## src/verilog/diners_params.svh

```systemverilog
/*
 * Sizing constants for the dining philosophers ring.
 * Included by the package and by every module that sizes its ports from them.
 */
`ifndef DINERS_PARAMS_SVH
`define DINERS_PARAMS_SVH

// philosophers in the ring, any value of 3 or more
`define NUM_PHIL 8

// wide enough to index every philosopher
`define PHIL_IDX_W 3

// hungry wait counter, saturates at its maximum
`define WAIT_W 8

// meal counter, wraps around
`define MEAL_W 8

// consecutive stepped cycles spent hungry that count as starvation
`define STARVE_LIMIT 20

`endif

```

## src/verilog/dinersPkg.sv

```systemverilog
/*
 * Shared types of the dining philosophers design.
 * Modules pull these in with a wildcard import in their header.
 */
`include "diners_params.svh"

package dinersPkg;

	// encoding order follows the original benchmark
	typedef enum logic [1:0] {
		THINKING,
		HUNGRY,
		EATING,
		READING
	} philState;

	// run controller
	typedef enum logic [1:0] {
		IDLE,
		RUN,
		HALTED
	} ctrlState;

	typedef logic [`PHIL_IDX_W-1:0] philIdx;
	typedef logic [`WAIT_W-1:0]     waitCount;
	typedef logic [`MEAL_W-1:0]     mealCount;

endpackage

```

## src/verilog/dinersTop.sv

```systemverilog
/*
 * Top level of the dining philosophers table. Connects the run controller,
 * the ring and the starvation and meal monitors.
 */
`timescale 1ns/1ps
`include "diners_params.svh"

module dinersTop import dinersPkg::*; (
	input  logic                    clk,
	input  logic                    arstN,
	input  logic                    start,
	input  logic                    stop,
	input  logic                    clear,
	input  logic [`NUM_PHIL-1:0]    hungryReq,
	input  logic [`NUM_PHIL-1:0]    doneEat,
	input  philIdx                  mealSel,
	output logic [2*`NUM_PHIL-1:0]  philStates,
	output logic                    running,
	output logic                    halted,
	output logic                    starving,
	output philIdx                  starveIdx,
	output mealCount                mealCountOut
);

	logic step;
	logic clearStats;

	tableController ctrl (
		.clk        (clk),
		.arstN      (arstN),
		.start      (start),
		.stop       (stop),
		.clear      (clear),
		.starving   (starving),
		.step       (step),
		.clearStats (clearStats),
		.running    (running),
		.halted     (halted)
	);

	philRing ring (
		.clk        (clk),
		.arstN      (arstN),
		.step       (step),
		.hungryReq  (hungryReq),
		.doneEat    (doneEat),
		.philStates (philStates)
	);

	// starving feeds back into the controller to halt the run
	starvationMonitor starveMon (
		.clk        (clk),
		.arstN      (arstN),
		.step       (step),
		.clearStats (clearStats),
		.philStates (philStates),
		.starving   (starving),
		.starveIdx  (starveIdx)
	);

	mealCounter meals (
		.clk          (clk),
		.arstN        (arstN),
		.step         (step),
		.clearStats   (clearStats),
		.philStates   (philStates),
		.mealSel      (mealSel),
		.mealCountOut (mealCountOut)
	);

endmodule

```

## src/verilog/mealCounter.sv

```systemverilog
/*
 * Meal statistics. Counts entries into EATING per philosopher and returns
 * the count of the philosopher picked by mealSel.
 */
`timescale 1ns/1ps
`include "diners_params.svh"

module mealCounter import dinersPkg::*; (
	input  logic                    clk,
	input  logic                    arstN,
	input  logic                    step,
	input  logic                    clearStats,
	input  logic [2*`NUM_PHIL-1:0]  philStates,
	input  philIdx                  mealSel,
	output mealCount                mealCountOut
);

	mealCount meals [`NUM_PHIL];
	logic [2*`NUM_PHIL-1:0] prevStates;
	logic stepD;
	logic [`NUM_PHIL-1:0] newMeal;

	// snapshot of the states just before each stepped edge
	always_ff @(posedge clk) begin
		if (step) begin
			prevStates <= philStates;
		end
	end

	// marks the cycle right after a stepped edge
	always_ff @(posedge clk or negedge arstN) begin
		if (!arstN) begin
			stepD <= 1'b0;
		end else begin
			stepD <= step;
		end
	end

	always_comb begin
		for (int i = 0; i < `NUM_PHIL; i++) begin
			newMeal[i] = stepD &&
				(philState'(prevStates[2*i +: 2]) == HUNGRY) &&
				(philState'(philStates[2*i +: 2]) == EATING);
		end
	end

	// a meal started at a stepped edge is added at the following edge
	always_ff @(posedge clk or negedge arstN) begin
		if (!arstN) begin
			for (int i = 0; i < `NUM_PHIL; i++) begin
				meals[i] <= '0;
			end
		end else if (clearStats) begin
			for (int i = 0; i < `NUM_PHIL; i++) begin
				meals[i] <= '0;
			end
		end else begin
			for (int i = 0; i < `NUM_PHIL; i++) begin
				if (newMeal[i]) begin
					meals[i] <= meals[i] + 1'b1;
				end
			end
		end
	end

	// selects past the ring size read as zero
	assign mealCountOut = (mealSel < `NUM_PHIL) ? meals[mealSel] : '0;

endmodule

```

## src/verilog/philRing.sv

```systemverilog
/*
 * Ring of philosophers with modulo neighbour wiring.
 * Philosopher 0 starts READING, all others start THINKING.
 */
`timescale 1ns/1ps
`include "diners_params.svh"

module philRing import dinersPkg::*; (
	input  logic                    clk,
	input  logic                    arstN,
	input  logic                    step,
	input  logic [`NUM_PHIL-1:0]    hungryReq,
	input  logic [`NUM_PHIL-1:0]    doneEat,
	output logic [2*`NUM_PHIL-1:0]  philStates
);

	philState ringState [`NUM_PHIL];

	genvar i;
	generate
		for (i = 0; i < `NUM_PHIL; i++) begin : gPhil
			// left is i+1, right is i-1, both wrapping around the table
			localparam int leftIdx  = (i + 1) % `NUM_PHIL;
			localparam int rightIdx = (i + `NUM_PHIL - 1) % `NUM_PHIL;

			philosopher #(
				.initState((i == 0) ? READING : THINKING)
			) phil (
				.clk       (clk),
				.arstN     (arstN),
				.step      (step),
				.left      (ringState[leftIdx]),
				.right     (ringState[rightIdx]),
				.hungryReq (hungryReq[i]),
				.doneEat   (doneEat[i]),
				.state     (ringState[i])
			);

			// philosopher i sits at bits 2i+1 down to 2i
			assign philStates[2*i +: 2] = ringState[i];
		end
	endgenerate

endmodule

```

## src/verilog/philosopher.sv

```systemverilog
/*
 * One philosopher of the ring. Reacts to its left and right neighbours and
 * to its own hunger request and done strobe, on stepped edges only.
 */
`timescale 1ns/1ps

module philosopher import dinersPkg::*; #(
	parameter philState initState = THINKING
) (
	input  logic     clk,
	input  logic     arstN,
	input  logic     step,
	input  philState left,
	input  philState right,
	input  logic     hungryReq,
	input  logic     doneEat,
	output philState state
);

	philState nextState;

	// neighbour values are the ones registered before this edge
	always_comb begin
		nextState = state;
		case (state)
			READING: begin
				if (left == THINKING) begin
					nextState = THINKING;
				end
			end
			THINKING: begin
				// reading right neighbour wins over our own hunger
				if (right == READING) begin
					nextState = READING;
				end else if (hungryReq) begin
					nextState = HUNGRY;
				end
			end
			EATING: begin
				if (doneEat) begin
					nextState = THINKING;
				end
			end
			HUNGRY: begin
				// left must not hold the fork, right must be neither waiting nor eating
				if (left != EATING && right != HUNGRY && right != EATING) begin
					nextState = EATING;
				end
			end
			default: begin
				nextState = initState;
			end
		endcase
	end

	always_ff @(posedge clk or negedge arstN) begin
		if (!arstN) begin
			state <= initState;
		end else if (step) begin
			state <= nextState;
		end
	end

endmodule

```

## src/verilog/starvationMonitor.sv

```systemverilog
/*
 * Hungry wait counters per philosopher. Raises a sticky starving flag when a
 * counter reaches the limit and captures the lowest index that got there.
 */
`timescale 1ns/1ps
`include "diners_params.svh"

module starvationMonitor import dinersPkg::*; (
	input  logic                    clk,
	input  logic                    arstN,
	input  logic                    step,
	input  logic                    clearStats,
	input  logic [2*`NUM_PHIL-1:0]  philStates,
	output logic                    starving,
	output philIdx                  starveIdx
);

	waitCount waitCnt [`NUM_PHIL];
	logic [`NUM_PHIL-1:0] hungry;
	logic [`NUM_PHIL-1:0] limitHit;
	logic hitAny;
	philIdx hitIdx;

	// a hit means the counter becomes STARVE_LIMIT at this stepped edge
	always_comb begin
		for (int i = 0; i < `NUM_PHIL; i++) begin
			hungry[i]   = (philState'(philStates[2*i +: 2]) == HUNGRY);
			limitHit[i] = step && hungry[i] &&
				(waitCnt[i] == waitCount'(`STARVE_LIMIT - 1));
		end
	end

	// lowest index wins, so scan from the top down
	always_comb begin
		hitAny = |limitHit;
		hitIdx = '0;
		for (int i = `NUM_PHIL - 1; i >= 0; i--) begin
			if (limitHit[i]) begin
				hitIdx = philIdx'(i);
			end
		end
	end

	always_ff @(posedge clk or negedge arstN) begin
		if (!arstN) begin
			for (int i = 0; i < `NUM_PHIL; i++) begin
				waitCnt[i] <= '0;
			end
		end else if (clearStats) begin
			for (int i = 0; i < `NUM_PHIL; i++) begin
				waitCnt[i] <= '0;
			end
		end else if (step) begin
			for (int i = 0; i < `NUM_PHIL; i++) begin
				if (!hungry[i]) begin
					waitCnt[i] <= '0;
				end else if (waitCnt[i] != '1) begin
					// saturate instead of wrapping back below the limit
					waitCnt[i] <= waitCnt[i] + 1'b1;
				end
			end
		end
	end

	// first starving philosopher of the epoch is kept
	always_ff @(posedge clk or negedge arstN) begin
		if (!arstN) begin
			starving  <= 1'b0;
			starveIdx <= '0;
		end else if (clearStats) begin
			starving  <= 1'b0;
			starveIdx <= '0;
		end else if (hitAny && !starving) begin
			starving  <= 1'b1;
			starveIdx <= hitIdx;
		end
	end

endmodule

```

## src/verilog/tableController.sv

```systemverilog
/*
 * Run controller of the table. Produces the step enable that gates the ring
 * and the monitors, and the clear pulse that opens a new statistics epoch.
 */
`timescale 1ns/1ps

module tableController import dinersPkg::*; (
	input  logic clk,
	input  logic arstN,
	input  logic start,
	input  logic stop,
	input  logic clear,
	input  logic starving,
	output logic step,
	output logic clearStats,
	output logic running,
	output logic halted
);

	ctrlState state;
	ctrlState nextState;

	always_comb begin
		nextState = state;
		case (state)
			IDLE: begin
				if (start) begin
					nextState = RUN;
				end
			end
			RUN: begin
				// starvation takes precedence over a stop in the same cycle
				if (starving) begin
					nextState = HALTED;
				end else if (stop) begin
					nextState = IDLE;
				end
			end
			HALTED: begin
				if (clear) begin
					nextState = IDLE;
				end
			end
			default: begin
				nextState = IDLE;
			end
		endcase
	end

	always_ff @(posedge clk or negedge arstN) begin
		if (!arstN) begin
			state <= IDLE;
		end else begin
			state <= nextState;
		end
	end

	// all decoded straight from the state register
	assign running = (state == RUN);
	assign halted  = (state == HALTED);
	assign step    = (state == RUN);

	// fresh epoch when a run starts and when a halt is cleared
	assign clearStats = (state == IDLE && start) || (state == HALTED && clear);

endmodule
```

## config.mk

```make
export PLATFORM = sky130hd
export DESIGN_NAME = dinersTop
export DESIGN_NICKNAME = d
export VERILOG_FILES = /design/src/verilog/dinersPkg.sv /design/src/verilog/dinersTop.sv /design/src/verilog/mealCounter.sv /design/src/verilog/philRing.sv /design/src/verilog/philosopher.sv /design/src/verilog/starvationMonitor.sv /design/src/verilog/tableController.sv
export VERILOG_INCLUDE_DIRS = /design/src /design/src/verilog
export SDC_FILE = /design/constraint.sdc
export NUM_CORES = 1
export LEC_CHECK = 0
export ABC_AREA = 1
export BUFFER_PORTS_ARGS = -buffer_cell sky130_fd_sc_hd__buf_2
export CAP_MARGIN = 20
export CORE_AREA = 2 2 191 193
export DETAILED_ROUTE_END_ITERATION = 10
export DIE_AREA = 0 0 193 195
export SYNTH_ARGS = -nofsm -noshare
export SYNTH_HDL_FRONTEND = slang
export SYNTH_HIERARCHICAL = 1
export SYNTH_SLANG_ARGS = --single-unit
```

## constraint.sdc

```tcl
create_clock -name clk -period 2.3 [get_ports clk]
set_clock_uncertainty 0.05 [all_clocks]
set_input_delay 0.23 -clock clk [delete_from_list [all_inputs] [get_ports clk]]
set_output_delay 0.23 -clock clk [all_outputs]
set_load 0.01 [all_outputs]
```

Word level (Yosys, flattened, before mapping):

Index checks and enable logic that the tools add are counted.

* bits of input ports: 24
* output and inout port bits: 30
* logic and storage cells: 341
* register bits after elaboration: 167

* $lt $le $gt $ge: 1
* mux-type cells: 95
* eq/ne operators: 109
* bitwise logic cells: 1
* add/sub/neg operators: 16
* reductions and logical operators: 90

Operator list (number)
* $mux W8: 26
* $mux W64: 3
* $add A8 B1 Y8 const B: 16
* $mux W2: 44
* $ne A2 B2 Y1 const B: 33
* $eq A8 B5 Y1 const B: 8
* $ne A8 B8 Y1 const B: 8
* $pmux W2 S4: 8
* $logic_and A1 B1 Y1: 51
* $reduce_and A5 Y1: 8
* $eq A2 B1 Y1 const B: 17
* $eq A2 B2 Y1 const B: 17
* $mux W3: 10
* $ne A3 B3 Y1 const B: 10
* $bmux W8 S3: 1
* $ne A3 B2 Y1 const B: 7
* $reduce_bool A2 Y1: 10
* $logic_not A2 Y1: 9
* $ne A2 B1 Y1 const B: 9
* $reduce_and A2 Y1: 8
* $reduce_or A8 Y1: 1
* $pmux W2 S3: 1
* $ge A4 B4 Y1 const B: 1
* $not A3 Y4: 1
* 4 further kinds: 5

Longest topological paths before layout:

Gate-level depths: netlist of run 1.

* depth after elaboration: 13
* mapped depth: 15
* mapped depth without buffers: 13

Modules after synthesis:

Netlist of run 1, hierarchy kept.

By module, submodules not included
* mealCounter: cells an instance 640, sequential area each 2107.0 um2, instances 1, area each 4630.7 um2
* starvationMonitor: cells an instance 591, sequential area each 1701.6 um2, instances 1, area each 4152.7 um2
* philosopher at ring.gPhil[1].phil ...: cells an instance 28, sequential area each 50.0 um2, instances 7, area each 160.2 um2
* philosopher at ring.gPhil[0].phil: cells an instance 28, sequential area each 52.6 um2, instances 1, area each 162.7 um2
* tableController: cells an instance 17, sequential area each 50.0 um2, instances 1, area each 113.9 um2

Worst setup path after synthesis of run 1:

No wires, ideal clock.

* path kind: reg-to-reg
* start: register ctrl.state[0]
* end: register starveMon/waitCnt[51] (netlist bit)
* setup time: 0.118 ns
* required time: 2.132 ns
* setup slack: 0.239 ns
* stages on the path, launching flop included: 12
* arrival: 1.892 ns
* buffers on the path: 3
* period minus slack after synthesis: 2.061 ns
* cells stage by stage: dfrtp_1 > inv_1 > nor2_1 > buf_4 > buf_2 > nor2_4 > inv_2 > buf_6 > nand2_2 > nor2_2 > xor2_1 > nor2_1

* elaborated cells between the ends (all ways): 10
* classes of those cells: 3 x eq/ne; 1 x mux; 6 x reduce/logical

RTL lines
* start, declared: RTL line tableController.sv:20 `ctrlState state;`
* start signal, assigned: RTL line tableController.sv:54 `state <= nextState;`
* $eq A2 B1 Y1
* via running: RTL line dinersTop.sv:18 `output logic running,`
* $reduce_bool A2 Y1 (no source line)
* $reduce_and A2 Y1 (no source line)
* end signal, assigned by index: RTL line starvationMonitor.sv:59 `waitCnt[i] <= waitCnt[i] + 1'b1;`
* end, declared: RTL line starvationMonitor.sv:18 `` waitCount waitCnt [`NUM_PHIL]; ``

The timed path passes the listed nets, and every way through them passes these cells.
A chain may end at the register's enable or synchronous reset.

Worst setup path in the final report of run 1:

* start: register ctrl.state[0]
* end: register starveMon/waitCnt[63] (netlist bit)

* word-level cells in the longest chain between the ends: 5
* elaborated cells between the ends (all ways): 10
* classes of those cells: 3 x eq/ne; 1 x mux; 6 x reduce/logical

RTL lines
* $eq A2 B2 Y1 / $logic_not A2 Y1 (equally long branches): RTL line tableController.sv:64 `assign clearStats = (state == IDLE && start) || (state == HALTED && clear);`
* $logic_and A1 B1 Y1: RTL line tableController.sv:64
* $logic_or A1 B1 Y1 *: RTL line tableController.sv:64
* via clearStats: RTL line dinersTop.sv:26 `logic clearStats;`
* $ne A3 B3 Y1 (no source line) / $reduce_bool A2 Y1 (equally long branches)
* $reduce_and A2 Y1 (no source line)

Mark *: on every way through the listed nets, which the timed path passes. The rest lies on a longest branch.

==> results of run 1 <==
-- layer usage --
layer	global-route usage, %	up-vias	part of all wire, %
met4	3.62	0	1.2
li1	-	4782	-
met2	21.9	177	46
met1	18.6	4257	48
met3	2.43	26	4.1
met5	0	-	0
-- critical path, cell delays in order (launching register included) --
cell      delay [ps]
dfrtp_1          390
inv_1            130
nand3_1          120
nand2_1          140
buf_4            190
nor2_4            50
inv_2            250
nand2_1          110
inv_2            120
nand2_1          110
o21ai_1          190
a21boi_1          80
-- registers in the layout (all words and copies together) (netlist names) --
register               cells
meals/meals               64
starveMon/waitCnt         64
meals/prevStates          16
ring/gPhil.phil/state     16
starveMon/starveIdx        3
ctrl/state                 2
meals/stepD                1
starveMon/starving         1
-- power by group --
part | total (uW) | internal [uW] | switching, uW
clock | 3050 | 1820 | 1230
sequential | 3900 | 3410 | 486
combinational | 2960 | 1010 | 1950
-- layout make-up --
class	instances	share of cell area, %
multi-input cells	1046	41.6
clock inverters	12	1.52
flip-flops and latches	167	36.5
well taps	461	4.95
clock buffers	20	3.74
inverters	226	7.27
repair buffers	78	4.32
-- placed cells by master, fill, tap and decap left out, types with 3 or more instances in the layout --
cell type and instances:
a21oi_1 92, a31oi_1 3, buf_12 3, buf_2 52, buf_4 19, bufinv_16 4, clkbuf_1 3, clkbuf_16 17
clkinvlp_4 4, dfrtp_1 149, dlygate4sd3_1 3, edfxtp_1 16, ha_1 16, inv_1 210, inv_2 14, nand2_1 393
nand2_2 5, nand3_1 146, nand3_2 3, nand3b_1 9, nand4_1 9, nor2_1 193, nor2_2 18, nor2_4 6
nor3_1 18, nor3_2 4, nor3b_1 3, o211ai_1 4, o21ai_0 92, o21ai_1 14, xnor2_1 4, xor2_1 7
-- stage by stage --
stage	util, %	cells
floorplan	-	1472
global placement	31.1	1975
detailed placement	31.1	1975
CTS	32.9	2010
global route	32.9	2010
finish	32.9	2010
-- kinds of logic after synthesis --
family                     count (synthesis)
AOI/OAI and AO/OA                        211
DFF                                      167
buffers and inverters                    259
xor gates and xnor gates                  11
adders and majority gates                 16
and+or+nand+nor                          808
-- final timing paths --
| check | endpoint | depth (start not counted) | start | slack, ps |
|---|---|---|---|---|
| worst min-delay path | ctrl/state[0]$_DFFE_PN0P_ | 3 | start | 60 |
| min in group asynchronous | meals/meals[46]$_DFFE_PN0P_ | 2 | arstN | 310 |
| worst min register to register | starveMon/starveIdx[2]$_DFFE_PN0P_ | 2 | starveMon/starveIdx[2]$_DFFE_PN0P_ | 460 |
| worst max-delay path | starveMon/waitCnt[63]$_DFFE_PN0P_ | 11 | ctrl/state[0]$_DFFE_PN0P_ | 250 |
| max in group asynchronous | ring/gPhil[0].phil/state[0]$_DFFE_PN1P_ | 3 | arstN | 1130 |
| worst max register to register | starveMon/waitCnt[63]$_DFFE_PN0P_ | 11 | ctrl/state[0]$_DFFE_PN0P_ | 250 |
-- repair_timing --
item / 4_1_cts / 5_1_grt
buffers inserted: 0 / 0
endpoints found under the hold margin: 57 / 0
hold buffers: 3 / 0
==> out/metrics.csv, run 1 <==
metric,value,unit
Worst setup EP type,flop,
Post-route DRC,0,
mux contribution to synthesized area,0,%
pwr/cell area,850,mW/mm2
routed vias/inst,4.60,
synthesized cell area,0.0102,mm2
Syn Nets,1512,
Synth top area share,36.6,%
"Slew Viols, Final",0,
htree depth,4,
RD Place Congestion,0.830,
antenna diode count,0,
CP Max Fanout,14,
largest net degree at the start of global routing,67,
starting density of the core,28.8,%
initial antenna violation count,0,
Reg area,0.00426,mm2
Nets,1576,
Synth Area in XOR/XNOR,0.946,%
adder-cell share of the synthesized area,1.97,%
CTS tree,built,
GRT overflow,0,
required time of the critical path,2560,ps
area growth from synthesis to layout,14.5,%
Total Wirelength,24300,um
Post-DRT Antenna Nets,0,
Worst setup SP type,flop,
Synth Area in Simple Gates,33.9,%
Yosys reg bits,167,
die area,0.0376,mm2
IO buf count,53,
vias in the first global route,8743,
setup ws final,246,ps
status,"complete, no violations",
Ys Warns,6,
clk sinks,167,
deepest clock path buffer count,2,
final period utilization,89.3,%
RSZ-0062 raised after global routing,false,
Die Ht,195,um
first-pass GRT wire length,41700,um
Worst-Margin Slew,623,ps
via count,9242,
DRT iter0 DRCs,580,
Synth cell types,36,
global-route usage over all layers,13.5,%
Core ar.,0.0354,mm2
CTS Buf Count,17,
WP data arrival,2320,ps
Yosys top cell by area,dfrtp_1,
ys flop type,dfrtp_1,
Synth Area in Compound Gates,10.8,%
Placement Setup Slack,243,ps
# resized after CTS,0,
wire per inst,12.1,um
# setup viols final,0,
Cells after Synth,1472,
Clock Latency Late Sink,430,ps
die width,193,um
site row count,69,
Peak VDD IR,0.612,mV
total power,9910,uW
fin crit period,2050,ps
leak pwr,0.00589,uW
# fillers,3770,
IO Pins,54,
crit path kind,reg2reg,
DPL Wire Length,17700,um
top-count cell post-synth,nand2_1,
post-synthesis sequential area ratio,41.9,%
DP Area,0.0110,mm2
Slew Limit Headroom,58.1,%
Hold WS,55.0,ps
Tightest Hold Check Type,in2reg,
Max Fclk,487,MHz
largest family of logic cells by synthesized area,simple AND/OR/NAND/NOR gates,
Post-Syn Area per Cell,6.92,um2
share of cells above drive strength 1,10.2,%
"Reg clk slew, reported paths",60,ps
most frequent cells after synthesis,"393 x nand2_1, 211 x inv_1, 194 x nor2_1, 149 x dfrtp_1, 146 x nand3_1",
max_cap viols,0,
area of the multi-input gates,0.00486,mm2
first-pass detailed-route iteration total,5,
Final Cell Area,0.0117,mm2
async set-or-reset flop fraction in the synthesized netlist,90.4,%
ranking of synthesized cells by area,"dfrtp_1 37%, nand2_1 14%, inv_1 7.8%",
setup TNS,0,ps
"Hold Vio Cnt, Final",0,
number of enable flip-flop cells after synthesis,16,
Root Buffer,clkbuf_16,
Note: power is estimated with default switching activity, not from simulation.
==> inputs of run 2 (changes only) <==
--- a/config.mk
+++ b/config.mk
@@ -12,6 +12,7 @@
 export CORE_AREA = 2 2 191 193
 export DETAILED_ROUTE_END_ITERATION = 10
 export DIE_AREA = 0 0 193 195
+export PLACE_DENSITY = 0.52
 export SYNTH_ARGS = -nofsm -noshare
 export SYNTH_HDL_FRONTEND = slang
 export SYNTH_HIERARCHICAL = 1
==> out/metrics.csv, run 2 (synthesis gave the netlist of run 1 again) <==
metric,value,unit
status,"complete, no violations",
Slew Limit Headroom,55.9,%
CP Max Fanout,9,
met3 GRT Util,2.88,%
"Hold Vio Cnt, Final",0,
first-pass GRT wire length,43800,um
setup ws final,239,ps
Pint,6090,uW
Tightest Hold Check Type,in2reg,
deepest clock path buffer count,2,
share of cells above drive strength 1,11.3,%
WP data arrival,2330,ps
starting density of the core,28.8,%
via count,9316,
first-pass detailed-route iteration total,5,
met2 Usage GRT,23.5,%
Post-route DRC,0,
Worst setup SP type,flop,
Sw Pwr,3740,uW
Total Wirelength,25700,um
site row count,69,
Worst setup EP type,flop,
# setup viols final,0,
IO Pins,54,
crit path kind,reg2reg,
Clock Latency Late Sink,430,ps
die width,193,um
fin crit period,2060,ps
Comb pwr share,31.9,%
GRT overflow,0,
DPL Wire Length,18700,um
antenna diode count,0,
pwr/cell area,837,mW/mm2
vias in the first global route,8893,
Core ar.,0.0354,mm2
placed cells,1985,
"most common cell after layout, fill and taps aside",nand2_1,
Largest regs,"meals/meals (64), starveMon/waitCnt (64)",
# fillers,3896,
setup TNS,0,ps
Reg power frac,38.6,%
max_cap viols,0,
Nets,1590,
Peak VDD IR,0.485,mV
Worst-Margin Slew,655,ps
clk sinks,167,
Die Ht,195,um
htree depth,4,
CTS tree,built,
clock power share,29.4,%
IO buf count,53,
CTS Buf Count,17,
wire per inst,12.7,um
die area,0.0376,mm2
DRT iter0 DRCs,533,
"Reg clk slew, reported paths",70,ps
initial antenna violation count,0,
switching power share of the total,38.1,%
most frequent cells in the layout,"391 x nand2_1, 210 x inv_1, 193 x nor2_1, 149 x dfrtp_1, 146 x nand3_1",
RSZ-0062 raised after global routing,false,
largest net degree at the start of global routing,51,
routed vias/inst,4.60,
Non-Filler Instances,2024,
grt met1 use,19.8,%
area growth from synthesis to layout,15.4,%
"Slew Viols, Final",0,
leak pwr,0.00594,uW
global-route usage over all layers,14.4,%
Placement Setup Slack,62.3,ps
required time of the critical path,2570,ps
Max Fclk,485,MHz
RD Place Congestion,0.852,
"Most Used Layer, Global Route",met2,
total power,9830,uW
Post-DRT Antenna Nets,0,
final period utilization,89.6,%
Root Buffer,clkbuf_16,
-- run 2: worst paths after layout --
| kind | slack [ps] | cells after the start | to | start |
|---|---|---|---|---|
| worst max-delay path | 240 | 11 | starveMon/waitCnt[7]$_DFFE_PN0P_ | ctrl/state[0]$_DFFE_PN0P_ |
| worst min-delay path | 50 | 3 | ctrl/state[0]$_DFFE_PN0P_ | start |
| worst max register to register | 240 | 11 | starveMon/waitCnt[7]$_DFFE_PN0P_ | ctrl/state[0]$_DFFE_PN0P_ |
| worst min register to register | 480 | 2 | starveMon/starveIdx[1]$_DFFE_PN0P_ | starveMon/starveIdx[1]$_DFFE_PN0P_ |
| max in group asynchronous | 1250 | 3 | meals/meals[9]$_DFFE_PN0P_ | arstN |
| min in group asynchronous | 290 | 2 | meals/meals[45]$_DFFE_PN0P_ | arstN |
-- run 2: area by class of cell --
type	instances	area, um2	area share [%]
clock buffer	19	433	3.69
tap	461	577	4.91
sequential	167	4260	36.3
inverter	226	848	7.22
timing repair buffer	92	609	5.19
clock inverter	13	148	1.26
multi-input combinational	1046	4870	41.4
-- run 2: per-stage QoR --
stage / hold slack (ps) / area, um2 / util [%]
after global placement: 186 / 11100 / 31.3
after detailed placement: 185 / 11100 / 31.3
after CTS: 6.92 / 11700 / 33.1
final: 46.9 / 11700 / 33.2
after global routing: 41.1 / 11700 / 33.2
after floorplan: -116 / 10200 / -
-- run 2: power groups by stage --
stage	combinational (uW)	clock [uW]	sequential (uW)
after floorplan	1930	0	3940
after global placement	3090	0	3860
after detailed placement	3130	0	3870
after CTS	3140	3000	3810
after global routing	3590	3120	3870
final	3140	2890	3800
-- run 2: timing repair --
action | in CTS | in global routing
hold buffers | 3 | 0
endpoints found under the setup margin | 0 | 27
buffers inserted | 0 | 4
hold endpoints to repair | 48 | 0
gates resized for setup | 0 | 3
-- run 2: worst max-delay path, stage by stage, from the launching register on --
cell	delay [ps]
dfrtp_1	400
inv_1	130
nand3_1	120
nand2_2	180
nor2_4	60
inv_2	240
buf_4	230
nand2_2	110
nor3_1	240
nand2_1	80
nand2_1	70
a21oi_1	40
-- run 2: per-layer routing --
| layer | vias to the layer above | share of wire (%) |
|---|---|---|
| met1 | 4365 | 50 |
| li1 | 4829 | - |
| met4 | 0 | 0.66 |
| met3 | 11 | 3.1 |
| met2 | 111 | 47 |
| met5 | - | 0 |
==> inputs of run 3 (changes only) <==
--- a/config.mk
+++ b/config.mk
@@ -12,6 +12,7 @@
 export CORE_AREA = 2 2 191 193
 export DETAILED_ROUTE_END_ITERATION = 10
 export DIE_AREA = 0 0 193 195
+export GPL_TIMING_DRIVEN = 0
 export PLACE_DENSITY = 0.52
 export SYNTH_ARGS = -nofsm -noshare
 export SYNTH_HDL_FRONTEND = slang
==> out/metrics.csv, run 3 (synthesis gave the netlist of run 1 again) <==
metric,value,unit
deepest clock path buffer count,2,
first-pass GRT wire length,44000,um
RSZ-0062 raised after global routing,true,
site row count,69,
Post-DRT Antenna Nets,0,
Post-route DRC,0,
IO buf count,51,
pwr/cell area,824,mW/mm2
Peak VDD IR,0.576,mV
"Hold Vio Cnt, Final",0,
DPL Wire Length,18800,um
WP data arrival,2460,ps
Critical R2R Capture,starveMon/waitCnt[13]$_DFFE_PN0P_,
CP Max Fanout,10,
crit path kind,reg2reg,
Root Buffer,clkbuf_16,
final period utilization,93.4,%
DRT iter0 DRCs,428,
vias in the first global route,8859,
clk sinks,167,
post-CTS setup buffers,0,
fin crit period,2150,ps
die width,193,um
Worst Reg-to-Reg Cells,9,
hold wc startpoint,start,
worst hold stages,3,
starting density of the core,28.8,%
global-route usage over all layers,14.5,%
area growth from synthesis to layout,14.6,%
# fillers,3815,
IO Pins,54,
via count,9295,
Max Fclk,466,MHz
most frequent cells in the layout,"392 x nand2_1, 211 x inv_1, 193 x nor2_1, 149 x dfrtp_1, 146 x nand3_1",
CTS tree,built,
required time of the critical path,2610,ps
Largest regs,"meals/meals (64), starveMon/waitCnt (64)",
met3 GRT Util,2.75,%
Slew Limit Headroom,56.0,%
Die Ht,195,um
initial antenna violation count,1,
CTS Buf Count,17,
Worst setup EP type,flop,
Total Wirelength,26000,um
Clock Latency Late Sink,440,ps
post-layout util,33.0,%
first-pass detailed-route iteration total,8,
max_cap viols,0,
"most common cell after layout, fill and taps aside",nand2_1,
met2 Usage GRT,23.5,%
share of cells above drive strength 1,10.7,%
GRT overflow,0,
"Slew Viols, Final",0,
Nets,1585,
Tightest Hold Check Type,in2reg,
setup TNS,0,ps
Core ar.,0.0354,mm2
die area,0.0376,mm2
Worst setup SP type,flop,
"Reg clk slew, reported paths",60,ps
status,"complete, no violations",
htree depth,4,
RR Startpoint,ctrl/state[0]$_DFFE_PN0P_,
leak pwr,0.00590,uW
"Most Used Layer, Global Route",met2,
routed vias/inst,4.60,
Worst-Margin Slew,661,ps
grt met1 use,20.0,%
Worst Hold Path EP,ctrl/state[0]$_DFFE_PN0P_,
# setup viols final,0,
flop2flop setup slack,150,ps
total power,9620,uW
largest net degree at the start of global routing,110,
wire per inst,12.9,um
RD Place Congestion,0.840,
==> run 3: how the worst max path moves through the flow <==
stage | to | startpoint
finish | starveMon/waitCnt[13]$_DFFE_PN0P_ | ctrl/state[0]$_DFFE_PN0P_
global route | starveMon/starveIdx[1]$_DFFE_PN0P_ | ctrl/state[0]$_DFFE_PN0P_
CTS | starveMon/starveIdx[0]$_DFFE_PN0P_ | ctrl/state[0]$_DFFE_PN0P_
detailed placement | starveMon/starveIdx[0]$_DFFE_PN0P_ | ctrl/state[0]$_DFFE_PN0P_
global placement | ctrl/state[1]$_DFFE_PN0P_ | arstN
floorplan | starveMon/waitCnt[51]$_DFFE_PN0P_ | ctrl/state[0]$_DFFE_PN0P_
==> run 3: stage by stage <==
stage | hold WS [ps] | cell area (um2) | setup slack (ps) | instances
4_1_cts | 7.50 | 11700 | 2.82 | 2019
3_5_place_dp | 108 | 11100 | -319 | 1985
5_1_grt | 37.8 | 11700 | -29.1 | 2019
2_1_floorplan | -116 | 10200 | 239 | 1472
3_3_place_gp | 425 | 11000 | -1660 | 1984
6_report | 36.8 | 11700 | 153 | 2020
==> run 3: layer usage <==
metal | routed length (um) | share of wire (%)
met5 | 0 | 0
met4 | 218 | 0.84
met3 | 902 | 3.5
met2 | 12000 | 46
met1 | 12900 | 50
==> run 3: area by class of cell <==
cell class / instances / area (um2) / share of cell area [%]
multi-input cells: 1046 / 4850 / 41.6
well taps: 461 / 577 / 4.94
diodes: 1 / 2.50 / 0.0214
plain buffers: 32 / 230 / 1.97
clock buffers: 18 / 439 / 3.76
flip-flops and latches: 167 / 4260 / 36.5
clock inverters: 14 / 136 / 1.17
repair buffers: 55 / 323 / 2.77
inverters: 226 / 848 / 7.27
==> run 3: power by group <==
| group | switching [uW] | internal (uW) | total [uW] |
|---|---|---|---|
| registers | 661 | 3410 | 4070 |
| clock network | 1320 | 1550 | 2870 |
| logic | 1750 | 934 | 2680 |
==> run 3: repair_timing <==
item,in CTS,in global routing
endpoints found under the setup margin,48,5
pin swaps,0,0
resized for setup,3,2
hold endpoints to repair,44,0
hold buffers,3,0
==> run 3: critical path: stages (launching register included) <==
cell	delay (ps)
dfrtp_1	380
inv_1	90
nand3_1	110
nand2_2	230
buf_6	260
nor2_2	220
a31oi_4	140
o21ai_0	270
o21ai_0	190
a21oi_1	140
